File: config.mk
export PLATFORM = sky130hd
export DESIGN_NAME = frog_draw_top
export DESIGN_NICKNAME = d
export VERILOG_FILES = /design/src/frog_pkg.sv /design/src/frog_draw_top.sv /design/src/pixel_stage.sv /design/src/sprite_scanner.sv /design/src/object_motion.sv /design/src/scene_sequencer.sv
export SDC_FILE = /design/constraint.sdc
export NUM_CORES = 1
export LEC_CHECK = 0
export BUFFER_PORTS_ARGS = -buffer_cell sky130_fd_sc_hd__buf_2
export CAP_MARGIN = 20
export CORE_ASPECT_RATIO = 0.9
export CORE_MARGIN = 2
export CORE_UTILIZATION = 30
export CTS_BUF_LIST = sky130_fd_sc_hd__clkbuf_8 sky130_fd_sc_hd__clkbuf_16
export CTS_CLUSTER_SIZE = 40
export DETAILED_ROUTE_END_ITERATION = 16
export GPL_TIMING_DRIVEN = 0
export PLACE_DENSITY = 0.41
export SLEW_MARGIN = 15
export SYNTH_ARGS = -nofsm -noshare
export SYNTH_HDL_FRONTEND = slang
export SYNTH_SLANG_ARGS = --single-unit
File: constraint.sdc
create_clock -name clk -period 3.9 [get_ports clk]
set_input_delay 0.585 -clock clk [delete_from_list [all_inputs] [get_ports clk]]
set_output_delay 0.585 -clock clk [all_outputs]
set_load 0.005 [all_outputs]
File: src/frog_pkg.sv
package frog_pkg;

    // Screen geometry
    localparam int SCREEN_W = 320;
    localparam int SCREEN_H = 240;
    localparam int COORD_W  = 9;

    typedef logic [COORD_W-1:0] coord_t;
    typedef logic [2:0]         color_t;

    // Layers drawn by the engine, one per draw pass
    typedef enum logic [2:0] {
        LAYER_START,
        LAYER_OVER,
        LAYER_BG,
        LAYER_LOG1,
        LAYER_LOG2,
        LAYER_FROG
    } layer_t;

    // Sprite boxes
    localparam int LOG_W  = 96;
    localparam int LOG_H  = 40;
    localparam int FROG_W = 32;
    localparam int FROG_H = 24;

    // Solid layer colors, RGB one bit each
    localparam color_t COLOR_START = 3'b001;
    localparam color_t COLOR_OVER  = 3'b100;
    localparam color_t COLOR_BG    = 3'b010;
    localparam color_t COLOR_LOG1  = 3'b110;
    localparam color_t COLOR_LOG2  = 3'b011;
    localparam color_t COLOR_FROG  = 3'b111;

    // Start positions and frog limits
    localparam coord_t FROG_X0    = 9'd144;
    localparam coord_t FROG_Y0    = 9'd216;
    localparam coord_t LOG1_X0    = 9'd20;
    localparam coord_t LOG1_Y     = 9'd80;
    localparam coord_t LOG2_X0    = 9'd120;
    localparam coord_t LOG2_Y     = 9'd150;
    localparam coord_t FROG_X_MAX = coord_t'(SCREEN_W - FROG_W);
    localparam coord_t FROG_Y_MAX = coord_t'(SCREEN_H - FROG_H);

    // Frame tick period in clock cycles
    localparam int FRAME_TICKS = 100000;
    localparam int FRAME_CNT_W = $clog2(FRAME_TICKS);

    typedef struct packed {
        logic up;
        logic down;
        logic left;
        logic right;
    } move_t;

    typedef struct packed {
        logic   start;
        layer_t layer;
        coord_t x;
        coord_t y;
    } draw_cmd_t;

    typedef struct packed {
        logic   valid;
        layer_t layer;
        coord_t org_x;
        coord_t org_y;
        coord_t dx;
        coord_t dy;
        logic   last;
    } scan_t;

    typedef struct packed {
        logic   plot;
        coord_t x;
        coord_t y;
        color_t color;
    } pixel_t;

    typedef struct packed {
        coord_t frog_x;
        coord_t frog_y;
        coord_t log1_x;
        coord_t log2_x;
    } positions_t;

endpackage
File: src/frog_draw_top.sv
`timescale 1ns/10ps

module frog_draw_top (
    input  logic             clk,
    input  logic             reset,
    input  logic             go_key,
    input  frog_pkg::move_t  dir,
    output frog_pkg::pixel_t pix
);
    import frog_pkg::*;

    draw_cmd_t  cmd;
    positions_t pos;
    scan_t      scan;
    logic       frame_step;
    logic       pass_done;

    scene_sequencer u_scene_sequencer (
        .clk        (clk),
        .reset      (reset),
        .go_key     (go_key),
        .pass_done  (pass_done),
        .pos        (pos),
        .cmd        (cmd),
        .frame_step (frame_step)
    );

    object_motion u_object_motion (
        .clk        (clk),
        .reset      (reset),
        .frame_step (frame_step),
        .dir        (dir),
        .pos        (pos)
    );

    sprite_scanner u_sprite_scanner (
        .clk       (clk),
        .reset     (reset),
        .cmd       (cmd),
        .scan      (scan),
        .pass_done (pass_done)
    );

    pixel_stage u_pixel_stage (
        .clk   (clk),
        .reset (reset),
        .scan  (scan),
        .pix   (pix)
    );

endmodule

File: src/pixel_stage.sv
`timescale 1ns/10ps

module pixel_stage (
    input  logic             clk,
    input  logic             reset,
    input  frog_pkg::scan_t  scan,
    output frog_pkg::pixel_t pix
);
    import frog_pkg::*;

    coord_t x_sum;
    coord_t y_sum;
    logic   on_screen;
    color_t color;

    function automatic color_t layer_color(layer_t layer);
        color_t c;
        case (layer)
            LAYER_START: c = COLOR_START;
            LAYER_OVER:  c = COLOR_OVER;
            LAYER_BG:    c = COLOR_BG;
            LAYER_LOG1:  c = COLOR_LOG1;
            LAYER_LOG2:  c = COLOR_LOG2;
            LAYER_FROG:  c = COLOR_FROG;
            default:     c = '0;
        endcase
        return c;
    endfunction

    // Sums wrap at 512, a log past the right edge lands in the clip range
    always_comb begin
        x_sum     = scan.org_x + scan.dx;
        y_sum     = scan.org_y + scan.dy;
        on_screen = (x_sum < coord_t'(SCREEN_W));
        color     = layer_color(scan.layer);
    end

    always_ff @(posedge clk) begin
        if (reset)
            pix.plot <= 1'b0;
        else
            pix.plot <= scan.valid && on_screen;
    end

    always_ff @(posedge clk) begin
        pix.x     <= x_sum;
        pix.y     <= y_sum;
        pix.color <= color;
    end

endmodule

File: src/sprite_scanner.sv
`timescale 1ns/10ps

module sprite_scanner (
    input  logic                clk,
    input  logic                reset,
    input  frog_pkg::draw_cmd_t cmd,
    output frog_pkg::scan_t     scan,
    output logic                pass_done
);
    import frog_pkg::*;

    coord_t size_w_last;
    coord_t size_h_last;
    coord_t w_last;
    coord_t h_last;
    coord_t dx_next;
    coord_t dy_next;

    // Box size of the layer being started
    always_comb begin
        case (cmd.layer)
            LAYER_LOG1, LAYER_LOG2: begin
                size_w_last = coord_t'(LOG_W - 1);
                size_h_last = coord_t'(LOG_H - 1);
            end
            LAYER_FROG: begin
                size_w_last = coord_t'(FROG_W - 1);
                size_h_last = coord_t'(FROG_H - 1);
            end
            default: begin
                size_w_last = coord_t'(SCREEN_W - 1);
                size_h_last = coord_t'(SCREEN_H - 1);
            end
        endcase
    end

    // dx runs fast, dy slow
    always_comb begin
        dx_next = scan.dx + 1'b1;
        dy_next = scan.dy;
        if (scan.dx == w_last) begin
            dx_next = '0;
            dy_next = scan.dy + 1'b1;
        end
    end

    always_ff @(posedge clk) begin
        if (reset) begin
            scan.valid <= 1'b0;
            scan.last  <= 1'b0;
        end else if (cmd.start) begin
            scan.valid <= 1'b1;
            scan.last  <= 1'b0;
        end else if (scan.valid) begin
            scan.valid <= !scan.last;
            scan.last  <= !scan.last && (dx_next == w_last) && (dy_next == h_last);
        end
    end

    // Latched command and raster position
    always_ff @(posedge clk) begin
        if (cmd.start) begin
            scan.layer <= cmd.layer;
            scan.org_x <= cmd.x;
            scan.org_y <= cmd.y;
            scan.dx    <= '0;
            scan.dy    <= '0;
            w_last     <= size_w_last;
            h_last     <= size_h_last;
        end else if (scan.valid && !scan.last) begin
            scan.dx <= dx_next;
            scan.dy <= dy_next;
        end
    end

    assign pass_done = scan.valid && scan.last;

endmodule

File: src/object_motion.sv
`timescale 1ns/10ps

module object_motion (
    input  logic                 clk,
    input  logic                 reset,
    input  logic                 frame_step,
    input  frog_pkg::move_t      dir,
    output frog_pkg::positions_t pos
);
    import frog_pkg::*;

    coord_t frog_x_next;
    coord_t frog_y_next;
    coord_t log1_x_next;
    coord_t log2_x_next;

    // One pixel step toward inc or dec, held at 0 and at limit
    function automatic coord_t step_bounded(coord_t v, logic inc, logic dec, coord_t limit);
        coord_t r;
        r = v;
        if (inc && !dec && v < limit)
            r = v + 1'b1;
        else if (dec && !inc && v != '0)
            r = v - 1'b1;
        return r;
    endfunction

    // Frog moves by right minus left, down minus up
    always_comb begin
        frog_x_next = step_bounded(pos.frog_x, dir.right, dir.left, FROG_X_MAX);
        frog_y_next = step_bounded(pos.frog_y, dir.down, dir.up, FROG_Y_MAX);
    end

    // Logs drift in opposite directions and wrap across the screen width
    always_comb begin
        if (pos.log1_x == coord_t'(SCREEN_W - 1))
            log1_x_next = '0;
        else
            log1_x_next = pos.log1_x + 1'b1;

        if (pos.log2_x == '0)
            log2_x_next = coord_t'(SCREEN_W - 1);
        else
            log2_x_next = pos.log2_x - 1'b1;
    end

    always_ff @(posedge clk) begin
        if (reset) begin
            pos.frog_x <= FROG_X0;
            pos.frog_y <= FROG_Y0;
            pos.log1_x <= LOG1_X0;
            pos.log2_x <= LOG2_X0;
        end else if (frame_step) begin
            pos.frog_x <= frog_x_next;
            pos.frog_y <= frog_y_next;
            pos.log1_x <= log1_x_next;
            pos.log2_x <= log2_x_next;
        end
    end

endmodule

File: src/scene_sequencer.sv
`timescale 1ns/10ps

module scene_sequencer (
    input  logic                 clk,
    input  logic                 reset,
    input  logic                 go_key,
    input  logic                 pass_done,
    input  frog_pkg::positions_t pos,
    output frog_pkg::draw_cmd_t  cmd,
    output logic                 frame_step
);
    import frog_pkg::*;

    typedef enum logic [3:0] {
        S_WAIT_START,
        S_START,
        S_WAIT_OVER,
        S_OVER,
        S_WAIT_BG,
        S_BG,
        S_LOG1,
        S_LOG2,
        S_FROG,
        S_WAIT_TICK
    } state_t;

    state_t                 state;
    logic                   go_key_q;
    logic                   go;
    logic [FRAME_CNT_W-1:0] frame_cnt;
    logic                   frame_tick;

    function automatic draw_cmd_t make_cmd(layer_t layer, coord_t x, coord_t y);
        draw_cmd_t c;
        c.start = 1'b1;
        c.layer = layer;
        c.x     = x;
        c.y     = y;
        return c;
    endfunction

    // Go key sampler, one strobe per rising edge
    always_ff @(posedge clk) begin
        go_key_q <= go_key;
    end

    assign go = go_key & ~go_key_q;

    // Free running frame counter
    always_ff @(posedge clk) begin
        if (reset || frame_tick)
            frame_cnt <= '0;
        else
            frame_cnt <= frame_cnt + 1'b1;
    end

    assign frame_tick = (frame_cnt == FRAME_CNT_W'(FRAME_TICKS - 1));

    // Motion happens in the tick cycle, so the next pass sees new positions
    assign frame_step = (state == S_WAIT_TICK) && frame_tick;

    always_ff @(posedge clk) begin
        if (reset) begin
            state <= S_WAIT_START;
            cmd   <= '0;
        end else begin
            cmd.start <= 1'b0;
            case (state)
                S_WAIT_START: if (go) begin
                    cmd   <= make_cmd(LAYER_START, '0, '0);
                    state <= S_START;
                end
                S_START: if (pass_done) state <= S_WAIT_OVER;
                S_WAIT_OVER: if (go) begin
                    cmd   <= make_cmd(LAYER_OVER, '0, '0);
                    state <= S_OVER;
                end
                S_OVER: if (pass_done) state <= S_WAIT_BG;
                S_WAIT_BG: if (go) begin
                    cmd   <= make_cmd(LAYER_BG, '0, '0);
                    state <= S_BG;
                end
                // Frame loop, each pass chained off the previous pass_done
                S_BG: if (pass_done) begin
                    cmd   <= make_cmd(LAYER_LOG1, pos.log1_x, LOG1_Y);
                    state <= S_LOG1;
                end
                S_LOG1: if (pass_done) begin
                    cmd   <= make_cmd(LAYER_LOG2, pos.log2_x, LOG2_Y);
                    state <= S_LOG2;
                end
                S_LOG2: if (pass_done) begin
                    cmd   <= make_cmd(LAYER_FROG, pos.frog_x, pos.frog_y);
                    state <= S_FROG;
                end
                S_FROG: if (pass_done) state <= S_WAIT_TICK;
                S_WAIT_TICK: if (frame_tick) begin
                    cmd   <= make_cmd(LAYER_BG, '0, '0);
                    state <= S_BG;
                end
                default: state <= S_WAIT_START;
            endcase
        end
    end

endmodule

==> summary.txt <==
Run status
  • Status: finished clean

Logic synthesis
  • Post-Synthesis Cells: around 800
  • Post-synthesis async set-or-reset flop share: 0
  • Area share of the largest cell type after synthesis: 0.3367
  • Synth area leader: dfxtp_1
  • Yosys cell types: 60
  • Most area-consuming cells after synthesis: dfxtp_1 (34%), edfxtp_1 (10%), nor2_1 (6.4%)
  • Mapped Area: about 7300 um^2
  • Seq cells post-synth: 147
  • Top cells by count, synth: nor2_1 (123), dfxtp_1 (122), a21oi_1 (65)
  • Post-synth EDFFs: 25
  • Dominant synthesized flop cell: dfxtp_1
  • Total of warnings raised by yosys: 0
  • Register area share after synthesis: 0.4402
  • Count leader, synth: nor2_1
  • Syn_nets: 848
  • Avg Synthesized Cell Area: 9.045 um^2

Setup path
  • Max stage delay cell, worst path: nor4b_2
  • Worst Path Arrival: 3.55 ns
  • CP required: 4.24 ns
  • Critical Path Fanout Max: 7
  • Crit-path cells: a21oi_1, nor2_1, nor4b_2, inv_1, ha_1, nor2b_1, o21ai_0, a21oi_1, nor4_1, nor3_1, or4_1, a31oi_1
  • CP most frequent cell: a21oi_1
  • Setup Crit Path Kind: reg2reg
  • Crit path capture type: register
  • Startpoint type of the worst setup path: register
  • Crit-path max cell delay: 0.45 ns

Floorplanning
  • Top-Level Pins: 29
  • Row count: 53
  • Die height: 151.5 um
  • Core Region: approximately 24000 um^2
  • Chip width: 167.9 um
  • Die area: 25440 um^2
  • Initial Util: 0.3082

Place
  • Port buffer count: 28
  • HPWL after detailed placement: 13080 um
  • Placed Cells: roughly 1100
  • GP Congestion: 0.8189
  • Post-DP Area: 7772 um^2

Layout
  • Final instance area: 8352 um^2
  • Final core occ: 0.3548
  • Fillers: 2362
  • Fraction of layout cells with a size suffix above 1: 0.1009
  • Seq. cell area: 3194 um^2
  • Finished Layout Cells: 1164
  • Final net count: 895
  • Area grow syn2layout: 15.13%
  • Multi-input logic area: 3812 um^2
  • # diodes: 0

STA
  • Final setup viols: 0
  • Final setup TNS: 0 ns
  • Fin. Hold Viols: 0
  • Max Clk Rate: 0.3116 GHz
  • Worst hold slack: 0.3124 ns
  • Worst Tran Pin Value: between 0.6 and 0.7 ns
  • Rel. slew slack: 0.5525
  • RSZ-0062 raised after global routing: no
  • Max-slew violations: 0
  • Final worst-path cycle share: 0.8230
  • Final Skew: 0.009286 ns
  • Final Critical Period: around 3.2 ns

Routing
  • Via density: 4.881
  • WL/cell: ~15 um
  • Initial DRC Count: 302
  • Final antenna-violating net count: 0
  • Total Wirelength: 17370 um
  • Router iterations before antenna repair: 5
  • DR vias: 5681
  • Drt drc: 0

Clocking
  • CTS Hold Bufs: 0
  • CTS Root Cell: clkbuf_16
  • CTS tree: yes
  • Longest Clk Path Bufs: 2
  • CTS Buf Count: 17
  • Setup Buffers After CTS: 0
  • CTS HTree Levels: 4
  • Clk sink count: 147
  • Clock-pin slew on the worst setup and hold paths: approximately 0.070 ns
  • Clock insertion delay at the later pin of the skew report: 0.42 ns

GRT
  • First-pass GRT wire length: 28840 um
  • Vias in the first global route: 5546
  • Initial antenna violation count: 0
  • Gr usage total: 0.1436
  • Total global routing overflow: 0
  • Pin count of the biggest net entering global routing: 29

Pwr
  • Pwr dens: between 400 and 500 nW/um^2
  • P_leak: 3.193 nW
  • Worst VDD drop: 0.2675 mV

Flow run
  • MaxCap Viol Count: 0

Worst hold path
  • Hold Path Class: in2reg
power breakdown:
group	switching, W	leakage, nW	total (W)	internal (W)
registers	0.0000529	1.23	0.00167	0.00162
logic	0.000196	1.68	0.000315	0.000119
clock network	0.000704	0.281	0.00160	0.000896
total	0.000953	3.19	0.00359	0.00263
cells in the final DEF, fill, tap and decap left out, types with 3 or more instances in the layout:
cell type	n
o21ai_0	30
nor4_1	6
nand4b_1	5
or4_1	4
a21oi_1	65
clkbuf_1	23
xnor2_1	36
a21o_1	6
mux2_2	8
nor4b_1	7
buf_2	31
inv_1	33
inv_6	6
or4b_2	3
nand4_1	8
o211ai_1	5
edfxtp_1	25
nor2_1	123
nor2b_1	11
nor3b_1	3
a211oi_1	5
or2_2	3
nor3_1	20
and3_1	10
and4_1	5
nand2_1	53
nand2b_1	8
a22oi_1	13
ha_1	35
clkbuf_16	17
nand3_1	23
dfxtp_1	121
fa_1	4
nand3b_1	3
xor2_1	43
clkinv_4	4
o21bai_1	4
o21ai_1	4
a31oi_1	5
or3_1	5
logic make-up after synthesis:
| group | after synthesis | share of synthesized area |
|---|---|---|
| simple gates | 306 | 0.2084 |
| compound gates | 158 | 0.1344 |
| flops | 147 | 0.4402 |
| xor+xnor | 79 | 0.09538 |
| buf+inv | 63 | 0.03518 |
| fa+ha+maj | 39 | 0.07140 |
| mux | 10 | 0.01518 |
through the flow:
| stage | worst slack [ns] | power, W |
|---|---|---|
| floorplan | 0.8301 | 0.001898 |
| global placement | 0.2282 | 0.002020 |
| detailed placement | 0.1384 | 0.002023 |
| CTS | 0.2944 | 0.003650 |
| global route | 0.2917 | 0.003753 |
| finish | 0.6905 | 0.003585 |
metal layers:
| layer | track usage | wire (um) |
|---|---|---|
| met1 | 0.1939 | 8770 |
| met2 | 0.2304 | 7773 |
| met5 | 0 | 0 |
| met4 | 0.04739 | 270 |
| met3 | 0.03013 | 557 |
worst paths after layout:
kind,cells past startpoint,slack (ns),endpoint,start
worst max-delay path,12,0.69,u_object_motion.pos[26]$_SDFFE_PP0P_,u_object_motion.pos[22]$_SDFFE_PP1P_
worst min register to register,0,0.43,u_sprite_scanner.scan[30]$_DFFE_PP_,u_scene_sequencer.cmd[11]$_SDFFE_PP0P_
worst min-delay path,1,0.31,u_scene_sequencer.go_key_q$_DFF_P_,go_key
worst max register to register,12,0.69,u_object_motion.pos[26]$_SDFFE_PP0P_,u_object_motion.pos[22]$_SDFFE_PP1P_
layout make-up:
cell class | instances | area share
Buffer | 30 | 0.01573
Clock buffer | 17 | 0.05094
Clock inverter | 15 | 0.01753
Inverter | 33 | 0.01483
Multi-Input combinational cell | 592 | 0.4565
Sequential cell | 147 | 0.3825
Tap cell | 302 | 0.04524
Timing Repair Buffer | 28 | 0.01678
state kept, by name, summed over array words and instances (netlist names):
signal                       flops
u_scene_sequencer.go_key_q       1
u_scene_sequencer.cmd           22
u_pixel_stage.pix               22
u_scene_sequencer.state          4
u_scene_sequencer.frame_cnt     17
u_sprite_scanner.h_last          2
u_sprite_scanner.scan           41
u_object_motion.pos             36
u_sprite_scanner.w_last          2
what timing repair did:
| action | CTS | global route |
|---|---|---|
| hold endpoints to repair | 0 | 0 |
| setup endpoints to repair | 0 | 1 |
| gates resized for setup | 0 | 1 |
worst max-delay path, delay by kind of cell (launching register included):
kind | cells | cell delay (ns)
flops | 1 | 0.37
fa+ha+maj | 1 | 0.37
simple gates | 6 | 1.36
compound gates | 4 | 0.72
buf+inv | 1 | 0.29
(Power assumes the default switching activity.)
